## src/include/filterCoeffs.svh

```systemverilog
`ifndef FILTER_COEFFS_SVH
`define FILTER_COEFFS_SVH

// Symmetric lowpass taps in Q4.12
// Index i weights bit i of the control word
localparam logic signed [COEF_WIDTH-1:0] FILTER_COEF [WORD_BITS] = '{
    16'sd700,
    16'sd1200,
    16'sd1800,
    16'sd2400,
    16'sd2900,
    16'sd3100,
    16'sd3100,
    16'sd2900,
    16'sd2400,
    16'sd1800,
    16'sd1200,
    16'sd700
};

`endif

```

## src/verilog/fixFormatPkg.sv

```systemverilog
package fixFormatPkg;

    // Control decisions per downsampled period
    localparam int WORD_BITS = 12;

    localparam int COEF_WIDTH = 16;
    localparam int COEF_FRAC = 12;

    // Accumulator keeps the coefficient fraction
    localparam int ACC_WIDTH = 24;

    localparam int OUT_WIDTH = 14;

    // 0.875 in Q4.12
    localparam logic signed [COEF_WIDTH-1:0] LAMBDA = 16'sd3584;

    `include "filterCoeffs.svh"

endpackage

```

## src/verilog/streamPkg.sv

```systemverilog
package streamPkg;

    // Longest batch the index field can count
    localparam int BATCH_LEN_MAX = 16;
    localparam int BATCH_IDX_WIDTH = $clog2(BATCH_LEN_MAX);

    typedef struct packed {
        logic [fixFormatPkg::WORD_BITS-1:0] bits;
    } sampleWordT;

    // Dot product of one word, flagged on the first word of the stream
    typedef struct packed {
        logic signed [fixFormatPkg::ACC_WIDTH-1:0] value;
        logic                                      batchStart;
    } contribT;

    typedef struct packed {
        logic signed [fixFormatPkg::ACC_WIDTH-1:0] value;
        logic [BATCH_IDX_WIDTH-1:0]                batchIndex;
    } filtSampleT;

    // Code is offset binary
    typedef struct packed {
        logic [fixFormatPkg::OUT_WIDTH-1:0] code;
        logic [BATCH_IDX_WIDTH-1:0]         batchIndex;
    } resultT;

endpackage

```

## src/verilog/sampleReceiver.sv

```systemverilog
`timescale 1ns/1ps

module sampleReceiver (
    input  logic                  clkDS,
    input  logic                  rst,
    input  logic                  inReq,
    input  streamPkg::sampleWordT inWord,
    output logic                  inAck,
    input  logic                  creditOk,
    output logic                  wordValid,
    output streamPkg::sampleWordT word
);

    typedef enum logic [1:0] {
        rxIdle,
        rxAcked,
        rxWaitLow
    } rxStateT;

    rxStateT rxState;
    logic    capture;

    // Only admit a new word while the output side has room
    assign capture = (rxState == rxIdle) && inReq && creditOk;

    always_ff @(posedge clkDS or negedge rst) begin
        if (!rst) begin
            rxState <= rxIdle;
        end else begin
            case (rxState)
                rxIdle: begin
                    if (capture) begin
                        rxState <= rxAcked;
                    end
                end
                rxAcked: begin
                    rxState <= rxWaitLow;
                end
                rxWaitLow: begin
                    if (!inReq) begin
                        rxState <= rxIdle;
                    end
                end
                default: begin
                    rxState <= rxIdle;
                end
            endcase
        end
    end

    always_ff @(posedge clkDS) begin
        if (capture) begin
            word <= inWord;
        end
    end

    // Ack held until req drops
    assign inAck = (rxState != rxIdle);
    assign wordValid = (rxState == rxAcked);

endmodule

```

## src/verilog/lutDotProduct.sv

```systemverilog
`timescale 1ns/1ps

module lutDotProduct #(
    parameter int LUT_SIZE = 4
) (
    input  logic                  clkDS,
    input  logic                  rst,
    input  logic                  wordValid,
    input  streamPkg::sampleWordT word,
    output logic                  contribValid,
    output streamPkg::contribT    contrib
);

    import fixFormatPkg::*;

    localparam int NUM_GROUPS = (WORD_BITS + LUT_SIZE - 1) / LUT_SIZE;
    localparam int PAD_WIDTH = NUM_GROUPS * LUT_SIZE;

    typedef logic signed [ACC_WIDTH-1:0] groupTableT [2**LUT_SIZE];

    // Each bit counts as +coef when set and -coef when clear
    function automatic groupTableT buildTable(int group);
        groupTableT tbl;
        int         bitPos;
        for (int p = 0; p < 2**LUT_SIZE; p++) begin
            tbl[p] = '0;
            for (int b = 0; b < LUT_SIZE; b++) begin
                bitPos = group * LUT_SIZE + b;
                if (bitPos < WORD_BITS) begin
                    if (p[b]) begin
                        tbl[p] = tbl[p] + FILTER_COEF[bitPos];
                    end else begin
                        tbl[p] = tbl[p] - FILTER_COEF[bitPos];
                    end
                end
            end
        end
        return tbl;
    endfunction

    logic [PAD_WIDTH-1:0]        paddedBits;
    logic signed [ACC_WIDTH-1:0] groupVal [NUM_GROUPS];
    logic signed [ACC_WIDTH-1:0] groupSum;
    logic                        stageOneValid;
    logic                        stageOneStart;
    logic                        seenWord;

    // Unused upper pad bits are ignored by the last table
    assign paddedBits = PAD_WIDTH'(word.bits);

    for (genvar g = 0; g < NUM_GROUPS; g++) begin : gGroup
        localparam groupTableT TABLE = buildTable(g);
        always_ff @(posedge clkDS) begin
            if (wordValid) begin
                groupVal[g] <= TABLE[paddedBits[g*LUT_SIZE +: LUT_SIZE]];
            end
        end
    end

    always_comb begin
        groupSum = '0;
        for (int g = 0; g < NUM_GROUPS; g++) begin
            groupSum = groupSum + groupVal[g];
        end
    end

    always_ff @(posedge clkDS or negedge rst) begin
        if (!rst) begin
            stageOneValid <= 1'b0;
            contribValid <= 1'b0;
            seenWord <= 1'b0;
        end else begin
            stageOneValid <= wordValid;
            contribValid <= stageOneValid;
            if (wordValid) begin
                seenWord <= 1'b1;
            end
        end
    end

    always_ff @(posedge clkDS) begin
        if (wordValid) begin
            stageOneStart <= !seenWord;
        end
        if (stageOneValid) begin
            contrib.value <= groupSum;
            contrib.batchStart <= stageOneStart;
        end
    end

endmodule

```

## src/verilog/batchRecursion.sv

```systemverilog
`timescale 1ns/1ps

module batchRecursion #(
    parameter int BATCH_LEN = 15
) (
    input  logic                  clkDS,
    input  logic                  rst,
    input  logic                  contribValid,
    input  streamPkg::contribT    contrib,
    output logic                  filtValid,
    output streamPkg::filtSampleT filt
);

    import fixFormatPkg::*;
    import streamPkg::*;

    if ($clog2(BATCH_LEN) > BATCH_IDX_WIDTH) begin : gLenCheck
        $error("BATCH_LEN does not fit the batch index field");
    end

    localparam logic [BATCH_IDX_WIDTH-1:0] LAST_IDX = BATCH_IDX_WIDTH'(BATCH_LEN - 1);

    logic signed [ACC_WIDTH-1:0]            state;
    logic signed [ACC_WIDTH-1:0]            prevState;
    logic signed [ACC_WIDTH+COEF_WIDTH-1:0] product;
    logic signed [ACC_WIDTH-1:0]            nextState;
    logic [BATCH_IDX_WIDTH-1:0]             batchIdx;
    logic [BATCH_IDX_WIDTH-1:0]             outIdx;

    // First word of a batch sees a zero state
    assign prevState = (batchIdx == '0) ? '0 : state;
    assign product = prevState * LAMBDA;
    assign nextState = contrib.value + ACC_WIDTH'(product >>> COEF_FRAC);

    always_ff @(posedge clkDS or negedge rst) begin
        if (!rst) begin
            state <= '0;
            batchIdx <= '0;
            outIdx <= '0;
            filtValid <= 1'b0;
        end else begin
            filtValid <= contribValid;
            if (contribValid) begin
                state <= nextState;
                outIdx <= batchIdx;
                batchIdx <= (batchIdx == LAST_IDX) ? '0 : batchIdx + 1'b1;
            end
        end
    end

    assign filt.value = state;
    assign filt.batchIndex = outIdx;

endmodule

```

## src/verilog/resultSender.sv

```systemverilog
`timescale 1ns/1ps

module resultSender #(
    parameter int SCALE_SHIFT = 4,
    parameter int FIFO_DEPTH = 8
) (
    input  logic                  clkDS,
    input  logic                  rst,
    input  logic                  filtValid,
    input  streamPkg::filtSampleT filt,
    input  logic                  wordValid,
    output logic                  creditOk,
    output logic                  outReq,
    output streamPkg::resultT     outResult,
    input  logic                  outAck
);

    import fixFormatPkg::*;
    import streamPkg::*;

    localparam int PTR_WIDTH = $clog2(FIFO_DEPTH);
    localparam int CNT_WIDTH = $clog2(FIFO_DEPTH + 1);
    localparam logic signed [ACC_WIDTH-1:0] OUT_MAX = 2**(OUT_WIDTH-1) - 1;
    localparam logic signed [ACC_WIDTH-1:0] OUT_MIN = -(2**(OUT_WIDTH-1));

    typedef enum logic [1:0] {
        txIdle,
        txReq,
        txWaitLow
    } txStateT;

    function automatic logic [PTR_WIDTH-1:0] nextPtr(input logic [PTR_WIDTH-1:0] ptr);
        return (ptr == PTR_WIDTH'(FIFO_DEPTH - 1)) ? '0 : ptr + 1'b1;
    endfunction

    logic signed [ACC_WIDTH-1:0] shifted;
    logic signed [OUT_WIDTH-1:0] saturated;
    resultT                      newEntry;
    resultT                      queueMem [FIFO_DEPTH];
    logic [PTR_WIDTH-1:0]        wrPtr;
    logic [PTR_WIDTH-1:0]        rdPtr;
    logic [CNT_WIDTH-1:0]        qCount;
    logic [CNT_WIDTH-1:0]        outstanding;
    txStateT                     txState;
    logic                        launch;
    logic                        done;

    assign shifted = filt.value >>> SCALE_SHIFT;

    always_comb begin
        if (shifted > OUT_MAX) begin
            saturated = OUT_MAX[OUT_WIDTH-1:0];
        end else if (shifted < OUT_MIN) begin
            saturated = OUT_MIN[OUT_WIDTH-1:0];
        end else begin
            saturated = shifted[OUT_WIDTH-1:0];
        end
    end

    // Offset binary is two's complement with the sign bit flipped
    assign newEntry.code = {~saturated[OUT_WIDTH-1], saturated[OUT_WIDTH-2:0]};
    assign newEntry.batchIndex = filt.batchIndex;

    assign launch = (txState == txIdle) && (qCount != '0);
    assign done = (txState == txReq) && outAck;

    always_ff @(posedge clkDS or negedge rst) begin
        if (!rst) begin
            txState <= txIdle;
            wrPtr <= '0;
            rdPtr <= '0;
            qCount <= '0;
            outstanding <= '0;
        end else begin
            case (txState)
                txIdle:    if (launch) txState <= txReq;
                txReq:     if (outAck) txState <= txWaitLow;
                txWaitLow: if (!outAck) txState <= txIdle;
                default:   txState <= txIdle;
            endcase
            if (filtValid) begin
                wrPtr <= nextPtr(wrPtr);
            end
            if (launch) begin
                rdPtr <= nextPtr(rdPtr);
            end
            case ({filtValid, launch})
                2'b10:   qCount <= qCount + 1'b1;
                2'b01:   qCount <= qCount - 1'b1;
                default: qCount <= qCount;
            endcase
            // Pipeline words count from admission until their result is taken
            case ({wordValid, done})
                2'b10:   outstanding <= outstanding + 1'b1;
                2'b01:   outstanding <= outstanding - 1'b1;
                default: outstanding <= outstanding;
            endcase
        end
    end

    always_ff @(posedge clkDS) begin
        if (filtValid) begin
            queueMem[wrPtr] <= newEntry;
        end
        if (launch) begin
            outResult <= queueMem[rdPtr];
        end
    end

    assign creditOk = (outstanding < CNT_WIDTH'(FIFO_DEPTH));
    assign outReq = (txState == txReq);

endmodule

```

## src/verilog/batchFilterTop.sv

```systemverilog
`timescale 1ns/1ps

module batchFilterTop #(
    parameter int BATCH_LEN = 15,
    parameter int LUT_SIZE = 4,
    parameter int FIFO_DEPTH = 8,
    parameter int SCALE_SHIFT = 4
) (
    input  logic                  clkDS,
    input  logic                  rst,
    input  logic                  inReq,
    input  streamPkg::sampleWordT inWord,
    output logic                  inAck,
    output logic                  outReq,
    output streamPkg::resultT     outResult,
    input  logic                  outAck
);

    import streamPkg::*;

    logic       creditOk;
    logic       wordValid;
    sampleWordT word;
    logic       contribValid;
    contribT    contrib;
    logic       filtValid;
    filtSampleT filt;

    sampleReceiver sampleReceiver_i (
        .clkDS(clkDS),
        .rst(rst),
        .inReq(inReq),
        .inWord(inWord),
        .inAck(inAck),
        .creditOk(creditOk),
        .wordValid(wordValid),
        .word(word)
    );

    lutDotProduct #(
        .LUT_SIZE(LUT_SIZE)
    ) lutDotProduct_i (
        .clkDS(clkDS),
        .rst(rst),
        .wordValid(wordValid),
        .word(word),
        .contribValid(contribValid),
        .contrib(contrib)
    );

    batchRecursion #(
        .BATCH_LEN(BATCH_LEN)
    ) batchRecursion_i (
        .clkDS(clkDS),
        .rst(rst),
        .contribValid(contribValid),
        .contrib(contrib),
        .filtValid(filtValid),
        .filt(filt)
    );

    resultSender #(
        .SCALE_SHIFT(SCALE_SHIFT),
        .FIFO_DEPTH(FIFO_DEPTH)
    ) resultSender_i (
        .clkDS(clkDS),
        .rst(rst),
        .filtValid(filtValid),
        .filt(filt),
        .wordValid(wordValid),
        .creditOk(creditOk),
        .outReq(outReq),
        .outResult(outResult),
        .outAck(outAck)
    );

endmodule

```

## config.mk

```make
export PLATFORM = sky130hd
export DESIGN_NAME = batchFilterTop
export DESIGN_NICKNAME = d
export VERILOG_FILES = /design/src/verilog/fixFormatPkg.sv /design/src/verilog/streamPkg.sv /design/src/verilog/sampleReceiver.sv /design/src/verilog/lutDotProduct.sv /design/src/verilog/batchRecursion.sv /design/src/verilog/resultSender.sv /design/src/verilog/batchFilterTop.sv
export VERILOG_INCLUDE_DIRS = /design/src /design/src/include
export SDC_FILE = /design/constraint.sdc
export NUM_CORES = 1
export LEC_CHECK = 0
export CELL_PAD_IN_SITES_DETAIL_PLACEMENT = 0
export CELL_PAD_IN_SITES_GLOBAL_PLACEMENT = 2
export CORE_UTILIZATION = 49
export DETAILED_ROUTE_END_ITERATION = 10
export DONT_BUFFER_PORTS = 1
export PLACE_DENSITY_LB_ADDON = 0.1
export RECOVER_POWER = 25
export SYNTH_ARGS = -nofsm -noshare
export SYNTH_HDL_FRONTEND = slang
export SYNTH_HIERARCHICAL = 1
export SYNTH_SLANG_ARGS = --single-unit
```

## constraint.sdc

```tcl
create_clock -name clkDS -period 9.5 [get_ports clkDS]
set_clock_uncertainty 0.2 [all_clocks]
set_input_delay 1.425 -clock clkDS [delete_from_list [all_inputs] [get_ports clkDS]]
set_output_delay 1.425 -clock clkDS [all_outputs]
set_load 0.1 [all_outputs]
```

==> results list, run 1 <==
* Vias in the first global route: 9317
- Dividing the final minimum period by the clock period gives 0.680.
- Run status: finished with violations
- After legalization and detailed placement, the total HPWL measured 21200 microns.
- Clock tree buffer depth: 3
- Crit path largest cell delay: 1.00 ns
* Filler Cells Inserted: 2796
- The worst hold path terminates at sampleReceiver_i/rxState[1].
- For the worst-skew pair, the clock arrives at the later sink with an insertion delay of 0.57 ns.
- Boundary Pins: 36
- First-pass GRT wire length: 49100 microns
* RR Endpoint: batchRecursion_i/state[22]
* Avg Cell Area, Syn: 12.5 sq um
- Number of vias per cell: 5.22
- The number of antenna violations at the first check in global routing is 0.
- Number of cell rows: 66
- Data arrival time of the critical path: 6.74 ns
- In this run, CTS created clock tree buffers numbering 30.
- Growth of design area from synthesis to finish: 8.76%
* Net count, final: 1474
- The first TritonRoute pass finished after 5 iterations.
- Total area of sequential cells: 0.00814 sq mm
* Class of the worst hold path: flip-flop to flip-flop
* Register-to-Register Setup Slack: 3.04 ns
* Fin. max-slew vios: 38
- Detailed router's first-iteration violation count: 431
- The routed design has 29700 microns of wire.
- Synthesized netlist cell count: 1286
- In the routed design, unresolved DRC markers number 0.
* Final setup violation count: 0
- In this run the critical register-to-register path is launched from batchRecursion_i/batchIdx[1].
- Entering global routing, the biggest net connects 54 pins.
- Number of diodes: 0
- In this run the remaining antenna-violating nets after routing total 0.
- Die span in y: 183 microns
- Total clock sinks: 280
- In this run the worst path has a maximum fanout of 11.
- For this configuration, the core starts out at a cell density of 0.497.
- RSZ-0062 raised after global routing: false
- After synthesis the cells add up to 0.0161 sq mm.
- The checks that failed: max-capacitance violations, max-slew violations.
- The total overflow left after global routing is 0.
* Hold path start: sampleReceiver_i/rxState[0]
* Data required time of the critical path: 9.78 ns
* CTS tree: done
* Routability-driven placement congestion ratio: 0.776
* Area of the placeable core: 0.0325 sq mm
* Cell type of the slowest stage on the worst timing path: sky130_fd_sc_hd__nor4_2
* Transition time at the pin with the least slew margin: 1.95 ns
- Worst Path Class, Setup: flip-flop to flip-flop
* Max Freq: 0.155 GHz
- In this run the number of H-tree levels came out at 1.
* Critical path launch point type: flip-flop
- Hold repair after CTS inserted 0 buffers.
- Max_cap viols: 1
* Average detailed-routed wire length per instance: 16.9 microns
* Cell seen most often among critical-path stages: sky130_fd_sc_hd__ha_1
* Aggregate negative setup slack: 0 ns
* Chip Width: 183 microns
* Multi-input combinational cell area: 0.00711 sq mm
- Counting cells, the worst reg-to-reg path comes to 21.
- Number of cells on the worst hold path: 1
- Post-cts repair resize count: 0
* Buffers inserted during post-CTS setup optimization: 0
- Number of warnings printed during yosys synthesis: 6
- Die Footprint: 0.0337 sq mm
- Summing over every cut layer, the via total after detailed routing is 9189.
* Crit. End Element: flip-flop
- Final count of hold timing violations: 0
- Fraction of final layout cells with drive strength greater than 1: 0.117
- Traced cell by cell, the critical path runs through nor4_2 > nor2b_1 > ha_1 > inv_1 > fa_1 > inv_1 > ha_1 > a211o_1 > a211oi_2 > o31ai_2 > a211oi_2 > o31ai_1 > a21oi_2 > xnor2_1 > ha_1 > nand3_1 > or3_1 > a31oi_2 > a21oi_2 > a2111o_1 > o211ai_2.
- CTS root buffer: sky130_fd_sc_hd__clkbuf_16
- All-layer global routing usage: 0.186
- The worst path needs 6.46 ns of the cycle, external delays included.
- Clock-pin transition on the worst setup and hold timing paths: 0.06 ns
- In this run the tightest slew margin relative to its limit is -0.297.
- During placement, the flow inserted port buffers numbering 0.
==> how the worst max path moves through the flow <==
stage,startpoint,end,slack (ns),depth (start not counted)
floorplan,batchRecursion_i/batchIdx[2],batchRecursion_i/state[22],4.17,23
global placement,batchRecursion_i/batchIdx[0],batchRecursion_i/state[22],3.18,21
detailed placement,batchRecursion_i/batchIdx[0],batchRecursion_i/state[22],3.02,21
CTS,batchRecursion_i/batchIdx[0],batchRecursion_i/state[22],2.98,21
global route,batchRecursion_i/batchIdx[0],batchRecursion_i/state[23],2.35,25
finish,batchRecursion_i/batchIdx[1],batchRecursion_i/state[22],3.04,21
==> critical path, delay by kind of cell, from the launching register on <==
family	cells	cell delay [ns]
buffers and inverters	2	0.10
DFF	1	0.43
and+or+nand+nor	4	1.79
AOI/OAI and AO/OA	10	2.21
adders and majority gates	4	1.56
xor gates and xnor gates	1	0.10
==> cells in the final DEF (no fill, tap or decap), types with 4 or more instances in the layout <==
master and instances:
sky130_fd_sc_hd__o22ai_1 4, sky130_fd_sc_hd__edfxtp_1 227, sky130_fd_sc_hd__a21oi_1 75, sky130_fd_sc_hd__a31oi_1 11, sky130_fd_sc_hd__o21ai_0 38, sky130_fd_sc_hd__clkbuf_16 30
sky130_fd_sc_hd__o211ai_1 11, sky130_fd_sc_hd__xnor2_1 46, sky130_fd_sc_hd__xor2_1 27, sky130_fd_sc_hd__o21ai_1 4, sky130_fd_sc_hd__mux2_4 18, sky130_fd_sc_hd__mux2_2 24
sky130_fd_sc_hd__nand2_1 74, sky130_fd_sc_hd__a21boi_0 4, sky130_fd_sc_hd__clkinv_2 4, sky130_fd_sc_hd__nor2_1 78, sky130_fd_sc_hd__mux4_1 11, sky130_fd_sc_hd__clkbuf_1 12
sky130_fd_sc_hd__nor2b_1 16, sky130_fd_sc_hd__ha_1 128, sky130_fd_sc_hd__dfrtp_1 52, sky130_fd_sc_hd__nand3_1 13, sky130_fd_sc_hd__clkbuf_8 5, sky130_fd_sc_hd__inv_1 180
sky130_fd_sc_hd__mux4_2 29, sky130_fd_sc_hd__or3_1 5, sky130_fd_sc_hd__buf_4 10, sky130_fd_sc_hd__o21a_1 10, sky130_fd_sc_hd__nand2b_1 13, sky130_fd_sc_hd__fa_1 34
sky130_fd_sc_hd__mux2i_1 5, sky130_fd_sc_hd__and2_1 4, sky130_fd_sc_hd__a211oi_1 10, sky130_fd_sc_hd__a21o_1 17, sky130_fd_sc_hd__and3_1 4, sky130_fd_sc_hd__nor3_1 6
==> registers in the layout, indices dropped and copies added (netlist names), 3 cells and up <==
name                        cells
resultSender_i/wrPtr            3
resultSender_i/rdPtr            3
batchRecursion_i/outIdx         4
resultSender_i/outstanding      4
resultSender_i/queueMem       144
sampleReceiver_i/word          12
lutDotProduct_i/contrib        21
batchRecursion_i/state         24
lutDotProduct_i/groupVal       32
resultSender_i/qCount           4
resultSender_i/outResult       18
batchRecursion_i/batchIdx       4
==> per-layer routing <==
metal,wire length (microns),vias up,global-route usage
met3,653,42,0.0236
met2,14600,95,0.320
met5,0,-,0
met4,501,0,0.0403
li1,-,4602,-
met1,13900,4450,0.252
==> final cells by class <==
| class | instances | share of cell area |
|---|---|---|
| repair buffers | 12 | 0.00471 |
| inverters | 180 | 0.0385 |
| multi-input cells | 792 | 0.405 |
| flip-flops and latches | 280 | 0.464 |
| clock buffers | 45 | 0.0488 |
| clock inverters | 10 | 0.00734 |
| well taps | 442 | 0.0315 |
==> through the flow <==
step | utilization | cell area, sq um | cells | setup WS, ns | hold WS, ns
floorplan | - | 16100 | 1288 | 4.17 | 0.174
global placement | 0.511 | 16600 | 1706 | 3.18 | 0.260
detailed placement | 0.511 | 16600 | 1706 | 3.02 | 0.259
CTS | 0.542 | 17600 | 1761 | 2.98 | 0.273
global route | 0.541 | 17600 | 1761 | 2.35 | 0.286
finish | 0.541 | 17600 | 1761 | 3.04 | 0.271
Power of run 1 is not shown: default switching activity piles up to over one toggle a cycle in this logic, so the estimate is an artifact.
==> inputs of run 2 (changes only) <==
--- a/config.mk
+++ b/config.mk
@@ -8,7 +8,7 @@
 export LEC_CHECK = 0
 export CELL_PAD_IN_SITES_DETAIL_PLACEMENT = 0
 export CELL_PAD_IN_SITES_GLOBAL_PLACEMENT = 2
-export CORE_UTILIZATION = 49
+export CORE_UTILIZATION = 46
 export DETAILED_ROUTE_END_ITERATION = 10
 export DONT_BUFFER_PORTS = 1
 export PLACE_DENSITY_LB_ADDON = 0.1
==> constraint.sdc (replaced) <==
create_clock -name clkDS -period 6.2 [get_ports clkDS]
set_clock_uncertainty 0.2 [all_clocks]
set_input_delay 0.93 -clock clkDS [delete_from_list [all_inputs] [get_ports clkDS]]
set_output_delay 0.93 -clock clkDS [all_outputs]
set_load 0.1 [all_outputs]
==> results list, run 2 (same netlist as run 1, synthesis figures left out) <==
- For the worst setup path, the data required time is 6.46 ns.
- For this configuration, the core starts out at a cell density of 0.467.
- Critical R2R Launch: batchRecursion_i/batchIdx[1]
- Of all nets on the critical path, the largest fanout is 6.
- Measured along the x axis, the die boundary spans 189 microns.
- The final reports fail on max-capacitance violations, max-slew violations.
* Number of cell rows: 68
- Slew margin rel.: -1.11
- In this run the most critical hold path is launched from inWord[1].
- Critical path launch point type: flip-flop
- DRT Wirelength: 31200 microns
- Total clock sinks: 280
- Commonest cells after routing, fill and taps aside: 227 x sky130_fd_sc_hd__edfxtp_1, 180 x sky130_fd_sc_hd__inv_1, 128 x sky130_fd_sc_hd__ha_1
- After clock tree synthesis, the clock-pin slew on the worst setup and hold paths is 0.06 ns.
- Of the cells placed in the final design, the portion with a size suffix greater than 1 is 0.129.
- In the routed layout, each cell is associated on average with a via count of 5.25.
- Counting cells, the worst reg-to-reg path comes to 26.
* Remaining antenna violation count after routing: 0
- Number of antenna violations at the first check in global routing: 0
* Number of cells on the worst hold path: 0
- The clock passes through at most 3 buffers.
* Die Footprint: 0.0358 sq mm
- CTS built an H-tree with a depth of 1.
* Final Util: 0.513
- The first TritonRoute pass finished after 6 iterations.
- Register-to-Register Setup Slack: 0.44 ns
- With fillers left out, the area of the finished cells amounts to 0.0177 sq mm.
* Worst Path Class, Setup: flip-flop to flip-flop
- Register with the highest flop count: resultSender_i/queueMem
* Transition time at the pin with the least slew margin: 3.16 ns
- Tmin final: 5.76 ns
* CTS Buf Count: 30
- After filler insertion, the fill cell instance count of the layout stands at 3049.
- Leaving out fill and tap cells, the most frequent cell in the layout is sky130_fd_sc_hd__edfxtp_1.
* Crit. End Element: flip-flop
* Number of buffers added on ports: 0
- Half-perimeter wire length after placement: 22300 microns
- In this run, the number of DRC markers left after iteration 0 of detailed routing was 468.
* Via count: 9348
- Final setup violation count: 0
- Period utilisation layout: 0.929
- The via count of the first global-routing pass is 9744.
* Max_cap viols: 1
* CTS root buffer: sky130_fd_sc_hd__clkbuf_16
* Routability-driven placement congestion ratio: 0.815
- Clk Latency, worst-skew pair: 0.57 ns
- Number of DRC violations after detailed routing: 0
- Growth of design area from synthesis to finish: 9.89%
* Total placed instance area: 0.0166 sq mm
* Pin count of the biggest net entering global routing: 54
- Top Registers: resultSender_i/queueMem x144, lutDotProduct_i/groupVal x32, batchRecursion_i/state x24
- The net count of the finished layout is 1479.
- The number of max-slew violations in the final report is 54.
- Area of the placeable core: 0.0345 sq mm
* Total overflow reported by the global router: 0
* Number of diodes: 0
- Flip-flop count of the largest register after layout: 144
- 36 I/O pins were placed.
* CTS tree: done
- In the final routed layout, each cell accounts on average for 17.5 microns.
- Based on the critical path, the design can be clocked at up to 0.174 GHz.
- Destination of the worst hold path: sampleReceiver_i/word[1]
* RR Endpoint: batchRecursion_i/state[21]
- Final count of hold timing violations: 0
- At the worst endpoint, the arrival time is 6.02 ns.
- Run status: finished with violations
- Across every metal layer, demand over resource in global routing totals 0.183.
- The path class of the tightest hold or removal check is input port to flip-flop.
* Die span in y: 189 microns
- The first global-routing pass estimated 51800 microns of wire.
## run 2: worst max path at each step
stage	start	cells past startpoint	slack, ns	endpoint
after floorplan	batchRecursion_i/batchIdx[2]	23	0.87	batchRecursion_i/state[22]
after global placement	batchRecursion_i/batchIdx[0]	25	0.32	batchRecursion_i/state[20]
after detailed placement	batchRecursion_i/batchIdx[0]	25	0.35	batchRecursion_i/state[20]
after CTS	batchRecursion_i/batchIdx[0]	25	0.29	batchRecursion_i/state[20]
after global routing	batchRecursion_i/batchIdx[1]	26	-0.0009	batchRecursion_i/state[21]
final	batchRecursion_i/batchIdx[1]	26	0.44	batchRecursion_i/state[21]
## run 2: layer usage
metal  wire length (microns)  track usage
met1                   14300        0.237
met2                   15400        0.324
met3                     848       0.0243
met4                     583       0.0409
met5                       0            0
## run 2: final cells by class
cell class	instances	area, sq um	area share
clock buffer	32	758	0.0428
clock inverter	23	317	0.0179
inverter	180	676	0.0381
multi-input combinational	792	7140	0.403
sequential	280	8150	0.459
tap	455	569	0.0321
timing repair buffer	17	124	0.00699
## run 2: through the flow
step	setup TNS (ns)	setup slack (ns)	hold WS, ns	std cells
2_1_floorplan	0	0.867	0.174	1288
3_3_place_gp	0	0.318	0.260	1721
3_5_place_dp	0	0.355	0.259	1721
4_1_cts	0	0.293	0.00923	1777
5_1_grt	-0.000937	-0.000937	0.220	1779
6_report	0	0.439	0.254	1779
## run 2: worst max-delay path, stage by stage, from the launching register on
cell                       delay (ns)
sky130_fd_sc_hd__dfrtp_2         0.44
sky130_fd_sc_hd__nor4_2          0.26
sky130_fd_sc_hd__buf_4           0.18
sky130_fd_sc_hd__nor2b_1         0.08
sky130_fd_sc_hd__ha_1            0.28
sky130_fd_sc_hd__inv_1           0.05
sky130_fd_sc_hd__fa_1            0.54
sky130_fd_sc_hd__inv_1           0.04
sky130_fd_sc_hd__ha_1            0.33
sky130_fd_sc_hd__o21ai_0         0.11
sky130_fd_sc_hd__nand2b_1        0.08
sky130_fd_sc_hd__a21oi_1         0.09
sky130_fd_sc_hd__o31ai_2         0.38
sky130_fd_sc_hd__a21oi_1         0.12
sky130_fd_sc_hd__a211o_1         0.38
sky130_fd_sc_hd__o21ai_0         0.17
sky130_fd_sc_hd__a21oi_1         0.10
sky130_fd_sc_hd__xnor2_1         0.20
sky130_fd_sc_hd__ha_1            0.24
sky130_fd_sc_hd__or2_2           0.33
sky130_fd_sc_hd__a211oi_1        0.23
sky130_fd_sc_hd__o211ai_1        0.18
sky130_fd_sc_hd__nand3_1         0.12
sky130_fd_sc_hd__nand2b_1        0.09
sky130_fd_sc_hd__nor2_1          0.13
sky130_fd_sc_hd__xnor2_1         0.07
sky130_fd_sc_hd__mux2_2          0.25
## run 2: what timing repair did
item / in CTS / in global routing
setup endpoints to repair: 0 / 7
hold buffers: 1 / 0
gates resized for setup: 0 / 7
endpoints found under the hold margin: 53 / 0
setup buffers: 0 / 2
Power of run 2 is left out for the same reason.
==> inputs of run 3 (changes only) <==
--- a/config.mk
+++ b/config.mk
@@ -8,6 +8,7 @@
 export LEC_CHECK = 0
 export CELL_PAD_IN_SITES_DETAIL_PLACEMENT = 0
 export CELL_PAD_IN_SITES_GLOBAL_PLACEMENT = 2
+export CORE_MARGIN = 5
 export CORE_UTILIZATION = 46
 export DETAILED_ROUTE_END_ITERATION = 10
 export DONT_BUFFER_PORTS = 1
==> results list, run 3 (same netlist as run 1, synthesis figures left out) <==
- Run status: finished with violations
- The checks that failed: max-capacitance violations, max-slew violations.
- Of the available clock period, the critical path in the final layout requires 0.929.
- At the worst endpoint, the required time is 6.45 ns.
- Number of cells on the worst hold path: 0
* Top Registers: resultSender_i/queueMem x144, lutDotProduct_i/groupVal x32, batchRecursion_i/state x24
- The number of antenna violations at the first check in global routing came to 0.
* Tmin final: 5.76 ns
* WL met2: 15300 microns
- Boundary Pins: 36
- 0 antenna diodes ended up in the layout.
- For this block, wires on met1 add up to 14500 microns.
- The worst hold path begins at inWord[1].
* Number of buffers added on ports: 0
- Transition time at the pin with the least slew margin: 3.23 ns
* Number of vias per cell: 5.19
- Setup slack on the critical path of the routed design comes to 0.440 ns.
* Die span in y: 197 microns
- The final layout contains routed wiring with a total length of 31200 microns.
* Crit. End Element: flip-flop
* Fraction of final layout cells with drive strength greater than 1: 0.126
* Routability-driven placement congestion ratio: 0.809
* Flip-flop count of the largest register after layout: 144
- CTS root buffer: sky130_fd_sc_hd__clkbuf_16
- STA puts the critical path data arrival time at 6.01 ns.
* Register-to-Register Setup Slack: 0.44 ns
- After global routing the overflow that remains totals 0.
- The number of cells on the worst reg-to-reg path is 26.
- Buffer and inverter count on the worst path: 3
* All-layer global routing usage: 0.165
* Net count, final: 1480
- Setup violations remaining at the end of the flow were counted as 0.
- The worst hold path belongs to the class input port to flip-flop.
- The die covers 0.0389 sq mm.
- The worst setup path is of the flip-flop to flip-flop kind.
- Max Freq: 0.174 GHz
- Post-place setup slack: 0.338 ns
- Destination of the worst hold path: sampleReceiver_i/word[1]
- Remaining antenna violation count after routing: 0
* Number of DRC violations after detailed routing: 0
- Slew margin rel.: -1.15
* Half-perimeter wire length after placement: 22400 microns
- The clock net in this run drives a total of 280 sinks.
- The number of max-slew violations in the final report was 54.
- Critical path fanouts, max: 7
* Commonest cells after routing, fill and taps aside: 227 x sky130_fd_sc_hd__edfxtp_1, 180 x sky130_fd_sc_hd__inv_1, 128 x sky130_fd_sc_hd__ha_1
- Vias in the first global route: 9689
* CTS tree: done
* Detail Route met3 WL: 893 microns
* Leading cell type in the layout, fill and taps excluded: sky130_fd_sc_hd__edfxtp_1
* Register with the highest flop count: resultSender_i/queueMem
- For this block, the via count after detailed routing is 9241.
* Kind of cell with the highest combined delay on the critical path: compound AO/OA/AOI/OAI gates
* RR Endpoint: batchRecursion_i/state[21]
- At the later pin of the worst-skew pair, clock insertion delay measures 0.56 ns.
* Max_cap viols: 1
* Chip Width: 197 microns
- The pre-antenna-repair detailed-routing pass consisted of 4 iterations.
- The worst register-to-register path begins at batchRecursion_i/batchIdx[0].
* Area of the placeable core: 0.0346 sq mm
* Critical path launch point type: flip-flop
* Detailed router's first-iteration violation count: 472
- Number of H-tree levels: 1
* Initial standard-cell utilization of the core: 0.466
- First-pass GRT wire length: 51900 microns
- The clock passes through at most 3 buffers.
- In this design, the stage delay of the slowest critical-path cell is 0.54 ns.
- Number of cell rows: 68
* Final count of hold timing violations: 0
- CTS Buf Count: 30
- Clock-pin transition on the worst setup and hold timing paths: 0.06 ns
- Entering global routing, the biggest net connects 54 pins.
- Average detailed-routed wire length per instance: 17.5 microns
* Highest metal used: met4
- Growth of design area from synthesis to finish: 9.64%
- Cell type of the slowest stage on the worst timing path: sky130_fd_sc_hd__fa_1
==> run 3: changes by cell type in the layout (fill, tap and decap cells not counted), sizes merged <==
| cell | before | now |
|---|---|---|
| bufinv | 7 | 6 |
| clkinvlp | 3 | 0 |
| inv | 180 | 181 |
| clkinv | 13 | 16 |
| buf | 16 | 17 |
| clkbuf | 33 | 34 |
==> run 3: area by class of cell <==
cell class,instances,area (sq um)
fillers,3002,16900
flip-flops and latches,280,8140
multi-input cells,792,7120
clock buffers,33,762
inverters,180,676
well taps,455,569
clock inverters,23,290
repair buffers,18,131
==> run 3: how the worst max path moves through the flow <==
stage                                       endpoint                    startpoint  slack (ns)  depth (start not counted)
final                     batchRecursion_i/state[21]  batchRecursion_i/batchIdx[0]        0.44                         26
after global routing      batchRecursion_i/state[21]  batchRecursion_i/batchIdx[0]      -0.004                         26
after detailed placement  batchRecursion_i/state[20]  batchRecursion_i/batchIdx[0]        0.34                         25
after CTS                 batchRecursion_i/state[20]  batchRecursion_i/batchIdx[0]        0.27                         25
after floorplan           batchRecursion_i/state[22]  batchRecursion_i/batchIdx[2]        0.87                         23
after global placement    batchRecursion_i/state[20]  batchRecursion_i/batchIdx[0]        0.29                         25
==> run 3: timing repair <==
item / in CTS / in global routing
gates resized for setup: 0 / 4
setup buffers: 0 / 3
endpoints found under the hold margin: 53 / 0
setup endpoints to repair: 0 / 5
hold buffers: 1 / 0
==> run 3: worst reg2reg max path: cells and delay by family, from the launching register on <==
family	cells	cell delay, ns
DFF	1	0.46
buffers and inverters	3	0.27
muxes	1	0.25
xor gates and xnor gates	2	0.26
AOI/OAI and AO/OA	9	1.73
and+or+nand+nor	7	1.10
adders and majority gates	4	1.39
==> run 3: routing by layer <==
| metal | track usage | up-vias |
|---|---|---|
| met5 | 0 | - |
| met2 | 0.287 | 116 |
| li1 | - | 4615 |
| met3 | 0.0206 | 35 |
| met1 | 0.225 | 4475 |
| met4 | 0.0316 | 0 |
==> run 3: through the flow <==
step	instance area, sq um	cells	hold slack (ns)	util	setup TNS, ns
floorplan	16100	1288	0.174	-	0
global placement	16600	1721	0.262	0.480	0
detailed placement	16600	1721	0.265	0.480	0
CTS	17700	1778	0.0157	0.511	0
global route	17700	1781	0.224	0.511	-0.00447
finish	17700	1781	0.260	0.511	0
Power of run 3 is left out for the same reason.
